### config.mk
export PLATFORM = sky130hd
export DESIGN_NAME = cpuTop
export DESIGN_NICKNAME = d
export VERILOG_FILES = /design/src/common/cpuArchPkg.sv /design/src/common/cpuControlPkg.sv /design/src/controlUnit/controlSequencer.sv /design/src/controlUnit/instructionDecoder.sv /design/src/registerFile/generalRegister.sv /design/src/registerFile/registerFile.sv /design/src/source/alu.sv /design/src/source/cpuTop.sv /design/src/source/programMemory.sv
export SDC_FILE = /design/constraint.sdc
export NUM_CORES = 2
export LEC_CHECK = 0
export BUFFER_PORTS_ARGS = -buffer_cell sky130_fd_sc_hd__buf_2
export CAP_MARGIN = 5
export CORE_ASPECT_RATIO = 1.2
export CORE_MARGIN = 3
export CORE_UTILIZATION = 35
export DETAILED_ROUTE_END_ITERATION = 10
export GPL_TIMING_DRIVEN = 0
export PLACE_DENSITY = 0.51
export REMOVE_ABC_BUFFERS = 1
export SYNTH_ARGS = -nofsm -noshare
export SYNTH_HDL_FRONTEND = slang
export SYNTH_SLANG_ARGS = --single-unit
### constraint.sdc
create_clock -name clock -period 5.5 [get_ports clock]
set_clock_uncertainty 0.05 [all_clocks]
set_input_delay 1.1 -clock clock [delete_from_list [all_inputs] [get_ports clock]]
set_output_delay 1.1 -clock clock [all_outputs]
set_load 0.005 [all_outputs]
### src/common/cpuArchPkg.sv
`default_nettype none

package cpuArchPkg;

    typedef logic [7:0] dataWord;     // Register and ALU value
    typedef logic [7:0] progAddress;  // Program byte address, also the PC
    typedef logic [1:0] regIndex;     // 0 is R1, 3 is R4

    // 1010 and 1101 to 1111 are unused
    typedef enum logic [3:0] {
        opAnd = 4'b0000,
        opOr  = 4'b0001,
        opNot = 4'b0010,
        opAdd = 4'b0011,
        opSub = 4'b0100,
        opLsr = 4'b0101,
        opLsl = 4'b0110,
        opInc = 4'b0111,
        opDec = 4'b1000,
        opBra = 4'b1001,
        opMov = 4'b1011,
        opLd  = 4'b1100
    } opcode;

    // Immediate and branch address are srcFirst and srcSecond together
    typedef struct packed {
        opcode      code;       // Bits 15:12
        logic [3:0] dst;        // Bits 11:8, LD uses 9:8
        logic [3:0] srcFirst;   // Bits 7:4
        logic [3:0] srcSecond;  // Bits 3:0
    } instruction;

    typedef struct packed {
        dataWord r1;
        dataWord r2;
        dataWord r3;
        dataWord r4;
    } registerView;

endpackage

`default_nettype wire

### src/common/cpuControlPkg.sv
`default_nettype none

package cpuControlPkg;

    import cpuArchPkg::*;

    // ALU function select codes
    typedef enum logic [3:0] {
        aluPassA   = 4'b0000,
        aluPassImm = 4'b0001,
        aluNot     = 4'b0010,
        aluAdd     = 4'b0100,
        aluSub     = 4'b0101,
        aluAnd     = 4'b0111,
        aluOr      = 4'b1000,
        aluLsl     = 4'b1011,
        aluLsr     = 4'b1100
    } aluOp;

    // Register function select
    typedef enum logic [1:0] {
        rfHold      = 2'b00,
        rfLoad      = 2'b01,
        rfDecrement = 2'b10,
        rfIncrement = 2'b11
    } regFunc;

    typedef enum logic [1:0] {
        stIdle,
        stFetchLow,
        stFetchHigh,
        stExecute
    } seqState;

    // 21 bits in total
    typedef struct packed {
        regFunc  regFn;
        regIndex target;     // Register that applies regFn
        regIndex srcA;
        regIndex srcB;
        aluOp    op;
        dataWord immediate;  // LD value or BRA address
        logic    pcLoad;
    } controlWord;

endpackage

`default_nettype wire

### src/controlUnit/controlSequencer.sv
`timescale 1ns/1ps
`default_nettype none

module controlSequencer
    import cpuArchPkg::*, cpuControlPkg::*;
(
    input  wire logic       clock,
    input  wire logic       arstN,
    input  wire logic       run,
    input  wire dataWord    fetchByte,
    input  wire controlWord ctrl,
    output progAddress      fetchAddr,
    output instruction      ir,
    output logic            execute,
    output progAddress      pc,
    output logic            instrDone
);

    seqState state;

    assign fetchAddr = pc;
    assign execute   = (state == stExecute);
    assign instrDone = (state == stExecute);  // One cycle per instruction

    always_ff @(posedge clock or negedge arstN) begin
        if (!arstN) begin
            state <= stIdle;
            pc    <= '0;
            ir    <= '0;
        end else begin
            case (state)
                stIdle: begin
                    if (run) begin
                        state <= stFetchLow;
                    end
                end
                stFetchLow: begin
                    ir[7:0] <= fetchByte;  // Low byte comes first
                    pc      <= pc + 8'd1;
                    state   <= stFetchHigh;
                end
                stFetchHigh: begin
                    ir[15:8] <= fetchByte;
                    pc       <= pc + 8'd1;
                    state    <= stExecute;
                end
                stExecute: begin
                    if (ctrl.pcLoad) begin
                        pc <= progAddress'(ctrl.immediate);  // Branch target
                    end
                    // Run low stops only at an instruction boundary
                    if (run) begin
                        state <= stFetchLow;
                    end else begin
                        state <= stIdle;
                    end
                end
                default: begin
                    state <= stIdle;
                end
            endcase
        end
    end

endmodule

`default_nettype wire

### src/controlUnit/instructionDecoder.sv
`timescale 1ns/1ps
`default_nettype none

module instructionDecoder
    import cpuArchPkg::*, cpuControlPkg::*;
(
    input  wire instruction ir,
    input  wire logic       execute,
    output controlWord      ctrl
);

    always_comb begin
        // Only the low two bits of each register field matter
        ctrl.regFn     = rfHold;
        ctrl.target    = ir.dst[1:0];
        ctrl.srcA      = ir.srcFirst[1:0];
        ctrl.srcB      = ir.srcSecond[1:0];
        ctrl.op        = aluPassA;
        ctrl.immediate = {ir.srcFirst, ir.srcSecond};
        ctrl.pcLoad    = 1'b0;

        case (ir.code)
            opAnd: begin
                ctrl.op    = aluAnd;
                ctrl.regFn = rfLoad;
            end
            opOr: begin
                ctrl.op    = aluOr;
                ctrl.regFn = rfLoad;
            end
            opNot: begin
                ctrl.op    = aluNot;
                ctrl.regFn = rfLoad;
            end
            opAdd: begin
                ctrl.op    = aluAdd;
                ctrl.regFn = rfLoad;
            end
            opSub: begin
                ctrl.op    = aluSub;
                ctrl.regFn = rfLoad;
            end
            opLsr: begin
                ctrl.op    = aluLsr;
                ctrl.regFn = rfLoad;
            end
            opLsl: begin
                ctrl.op    = aluLsl;
                ctrl.regFn = rfLoad;
            end
            opMov: begin
                ctrl.op    = aluPassA;
                ctrl.regFn = rfLoad;
            end
            opLd: begin
                ctrl.op    = aluPassImm;  // Target is bits 9:8
                ctrl.regFn = rfLoad;
            end
            opInc: begin
                ctrl.target = ir.srcFirst[1:0];  // In place
                ctrl.regFn  = rfIncrement;
            end
            opDec: begin
                ctrl.target = ir.srcFirst[1:0];
                ctrl.regFn  = rfDecrement;
            end
            opBra: begin
                ctrl.pcLoad = 1'b1;
            end
            default: begin
                ctrl.regFn = rfHold;  // Unused codes are no-ops
            end
        endcase

        if (!execute) begin
            ctrl.regFn  = rfHold;
            ctrl.pcLoad = 1'b0;
        end
    end

endmodule

`default_nettype wire

### src/registerFile/generalRegister.sv
`timescale 1ns/1ps
`default_nettype none

module generalRegister
    import cpuArchPkg::*, cpuControlPkg::*;
(
    input  wire logic       clock,
    input  wire logic       arstN,
    input  wire regIndex    index,
    input  wire controlWord ctrl,
    input  wire dataWord    result,
    output dataWord         value
);

    always_ff @(posedge clock or negedge arstN) begin
        if (!arstN) begin
            value <= '0;
        end else if (ctrl.target == index) begin
            case (ctrl.regFn)
                rfLoad:      value <= result;
                rfIncrement: value <= value + 8'd1;  // Wraps 255 to 0
                rfDecrement: value <= value - 8'd1;  // Wraps 0 to 255
                default:     value <= value;
            endcase
        end
    end

endmodule

`default_nettype wire

### src/registerFile/registerFile.sv
`timescale 1ns/1ps
`default_nettype none

module registerFile
    import cpuArchPkg::*, cpuControlPkg::*;
(
    input  wire logic       clock,
    input  wire logic       arstN,
    input  wire controlWord ctrl,
    input  wire dataWord    result,
    output dataWord         operandA,
    output dataWord         operandB,
    output registerView     regs
);

    dataWord values [4];

    for (genvar i = 0; i < 4; i++) begin : gReg
        generalRegister i_generalRegister (
            .clock  (clock),
            .arstN  (arstN),
            .index  (regIndex'(i)),
            .ctrl   (ctrl),
            .result (result),
            .value  (values[i])
        );
    end

    // Read muxes into the ALU
    assign operandA = values[ctrl.srcA];
    assign operandB = values[ctrl.srcB];

    assign regs.r1 = values[0];
    assign regs.r2 = values[1];
    assign regs.r3 = values[2];
    assign regs.r4 = values[3];

endmodule

`default_nettype wire

### src/source/alu.sv
`timescale 1ns/1ps
`default_nettype none

module alu
    import cpuArchPkg::*, cpuControlPkg::*;
(
    input  wire controlWord ctrl,
    input  wire dataWord    operandA,
    input  wire dataWord    operandB,
    output dataWord         result
);

    always_comb begin
        case (ctrl.op)
            aluAnd:     result = operandA & operandB;
            aluOr:      result = operandA | operandB;
            aluNot:     result = ~operandA;
            aluAdd:     result = operandA + operandB;  // Carry dropped
            aluSub:     result = operandA - operandB;
            aluLsr:     result = operandA >> 1;
            aluLsl:     result = operandA << 1;
            aluPassImm: result = ctrl.immediate;
            default:    result = operandA;  // MOV
        endcase
    end

endmodule

`default_nettype wire

### src/source/cpuTop.sv
`timescale 1ns/1ps
`default_nettype none

module cpuTop
    import cpuArchPkg::*, cpuControlPkg::*;
(
    input  wire logic       clock,
    input  wire logic       arstN,
    input  wire logic       progWrite,
    input  wire progAddress progAddr,
    input  wire dataWord    progData,
    input  wire logic       run,
    output registerView     regs,
    output progAddress      pc,
    output logic            instrDone
);

    progAddress fetchAddr;
    dataWord    fetchByte;
    instruction ir;
    logic       execute;
    controlWord ctrl;
    dataWord    operandA;
    dataWord    operandB;
    dataWord    result;

    programMemory i_programMemory (
        .clock     (clock),
        .progWrite (progWrite),
        .progAddr  (progAddr),
        .progData  (progData),
        .fetchAddr (fetchAddr),
        .fetchByte (fetchByte)
    );

    controlSequencer i_controlSequencer (
        .clock     (clock),
        .arstN     (arstN),
        .run       (run),
        .fetchByte (fetchByte),
        .ctrl      (ctrl),
        .fetchAddr (fetchAddr),
        .ir        (ir),
        .execute   (execute),
        .pc        (pc),
        .instrDone (instrDone)
    );

    instructionDecoder i_instructionDecoder (
        .ir      (ir),
        .execute (execute),
        .ctrl    (ctrl)
    );

    registerFile i_registerFile (
        .clock    (clock),
        .arstN    (arstN),
        .ctrl     (ctrl),
        .result   (result),
        .operandA (operandA),
        .operandB (operandB),
        .regs     (regs)
    );

    alu i_alu (
        .ctrl     (ctrl),
        .operandA (operandA),
        .operandB (operandB),
        .result   (result)
    );

endmodule

`default_nettype wire

### src/source/programMemory.sv
`timescale 1ns/1ps
`default_nettype none

module programMemory
    import cpuArchPkg::*;
(
    input  wire logic       clock,
    input  wire logic       progWrite,
    input  wire progAddress progAddr,
    input  wire dataWord    progData,
    input  wire progAddress fetchAddr,
    output dataWord         fetchByte
);

    dataWord mem [256];

    always_ff @(posedge clock) begin
        if (progWrite) begin
            mem[progAddr] <= progData;
        end
    end

    assign fetchByte = mem[fetchAddr];  // Read in the same cycle

endmodule

`default_nettype wire

==> qor.yml <==
outcome: "finished clean"
max_slew_margin_pct: 7.336
fp.dieW_microns: 454.2
fmax_mhz: 192.9
synth_edf_count: 2048
fillers: 21230
drcViolationCount: 0
hold_viol: 0
cp-start-kind: "register"
die_area_sq_um: 247000
worstSetupPathType: "reg -> reg"
fin_crit_ns: 5.184
gp_congestion: 0.8208
cp.arrival_ns: 5.85
synth_top_flop_cell: "edfxtp_1"
seq_area_sq_um: 62920
final_util_pct: 40.25
coreArea_sq_um: 238600
syn-instance-count: 4394
nets: 4543
drt-initial-drc-count: 4053
synth_largest_area_cell: "edfxtp_1"
worst_skew_pair.late_latency_ns: 0.88
met1_usage_pct: 24.40
yosysWarnings: 0
clk_path_buf_depth: 3
mappedNetlistArea_sq_um: 84370
tightest_slew_ns: 1.390
drive_gt1_share_pct: 19.27
yosysMostFrequentCell: "edfxtp_1"
synth.area.top_cells: "edfxtp_1 (73%), mux4_2 (11%), mux2i_1 (3.2%)"
rsz0062_at_grt: "no"
placed_cells: 7429
p_per_area_nw_per_um2: 505.5
report.final.setup_viol: 0
grt_overflow_total: 0
whs_ns: 0.2679
post-dp-hpwl_microns: 146600
pin_count: 61
multiInputGateArea_sq_um: 20180
synthArstFlopShare_pct: 2.662
cts_tree: "built"
area_delta_synth_final_pct: 13.84
vias: 42860
grt_usage_pct: 18.56
initial_core_util_pct: 35.36
ys_seq_area_share_pct: 74.55
synth_top_area_share_pct: 72.89
cp_slowest_cell: "dfrtp_4"
path_buf_inv: 4
yosys.cell_types.count: 77
grt_max_degree: 142
htree_levels: 4
grt_util_met3_pct: 2.266
power_leakage_uw: 0.03037
hold_class: "in -> async"
ant_nets: 0
path_cells: "buf_16 > buf_16 > buf_16 > buf_16 > mux4_2 > a22o_1 > a221oi_1 > a31oi_1 > a211oi_1 > a221o_1 > mux2i_1"
grt.busiest_layer: "met2"
layout.cells.non_filler: 7813
maxCapViolations: 0
grt_pass1_vias: 43610
fin_crit_sh_pct: 94.26
rows: 196
vdd_drop_max_mv: 0.3818
drtPass1Iterations: 6
numCtsBuffers: 213
slowest_delay_ns: 0.81
grt_pass1_wl_microns: 329400
cts-root-buf: "clkbuf_16"
wl_microns: 231300
avgSynthCellArea_sq_um: 19.20
numClockSinks: 2104
via_per_inst: 5.486
wl_per_cell_microns: 29.60
critPathTopFamily: "compound AO/OA/AOI/OAI gates"
port_buffers: 60
ys_ff_latch: 2104
clkTransAtPathRegs_ns: 0.07
path_max_fanout: 44
cp_data_required_time_ns: 6.16
antenna_found_initial: 17
grt_util_met2_pct: 32.15
crit_path_frequent_cell: "buf_16"
synthTopCellsByCount: "edfxtp_1 (2048), mux4_2 (426), nor2_1 (335)"
slew_viol_final: 0
die_h_microns: 543.8
cp-end-kind: "register"
[worst register-to-register path, delay by kind of cell (launching register included)]
kind / cells / cell delay [ns]
AOI/OAI and AO/OA: 5 / 2.07
buffers and inverters: 4 / 1.36
DFF: 1 / 0.81
muxes: 2 / 0.74
[power by group]
part | internal (uW) | switching [uW]
clock | 7950 | 6280
combinational | 6330 | 9370
sequential | 17800 | 786
total | 32100 | 16400
[what timing repair did]
item | in CTS | in global routing
hold buffers | 0 | 0
endpoints found under the setup margin | 4 | 2
setup buffers | 0 | 1
resized for setup | 2 | 0
[final timing paths]
kind	from	endpoint	slack, ns	cells after the start
max	i_controlSequencer.fetchAddr[0]	i_controlSequencer.ir[6]	0.32	11
min	arstN	async pin	0.27	1
max reg2reg	i_controlSequencer.fetchAddr[0]	i_controlSequencer.ir[6]	0.32	11
min reg2reg	i_controlSequencer.ir[9]	i_controlSequencer.ir[9]	0.50	2
max in group asynchronous	arstN	i_controlSequencer.fetchAddr[3]	4.49	1
min in group clock	progData[5]	i_programMemory.mem[54][5]	0.45	1
[cell type report]
type                            count  share of cell area, %
Antenna cell                        1               0.002605
Clock buffer                      269                  5.831
Clock inverter                    112                  1.264
Inverter                           42                 0.1641
Multi-Input combinational cell   1986                  21.01
Sequential cell                  2104                  65.51
Tap cell                         3168                  4.127
Timing Repair Buffer              131                  2.088
[layer usage]
layer,wire length [microns],vias to the layer above
met2,118200,1176
met3,9823,340
met1,95830,23060
li1,-,18280
met4,7372,0
met5,0,-
[cells by family (layout without fill, tap and decap cells)]
family                   count (synthesis)  after routing  synth area share (%)
AO/OA/AOI/OAI                          547            547                 4.526
XOR/XNOR                                24             24                0.2491
adder cells (fa/ha/maj)                 45             45                0.7118
buffers and inverters                  304            554                 1.658
flip-flops                            2104           2104                 74.55
multiplexers                           707            707                 14.74
other                                    0              1                     0
AND/OR/NAND/NOR                        663            663                 3.559
[placed cells by master, fill, tap and decap left out, drive strengths merged, types with 24 or more instances in the layout]
cell type     n
a31oi        29
ha           40
nand2        92
nor3         32
nand4        28
a22o         24
mux4        427
buf         130
a221oi       24
mux2i       268
dfrtp        56
clkbuf      270
edfxtp     2048
nand3        78
o21ai        80
clkinv       86
a22oi       153
inv          48
a21oi        62
o22ai        57
nor2        335
[through the flow]
stage	worst slack [ns]	power [uW]	area, sq um	TNS (ns)
2_1_floorplan	-18.87	27320	83130	-423.92
3_3_place_gp	-32.80	31050	87390	-1062.95
3_5_place_dp	-0.09358	34770	89180	-0.3299
4_1_cts	0.02133	49010	96010	0
5_1_grt	0.08599	50440	96040	0
6_report	0.3158	48550	96040	0
[state kept, by name, indices dropped and copies added, names as in the netlist]
name,flops
i_controlSequencer.fetchAddr,8
i_controlSequencer.ir,14
i_registerFile.gReg.i_generalRegister.value,32
i_controlSequencer.state,2
i_programMemory.mem,2048
Power figures use the tool's default switching activity.
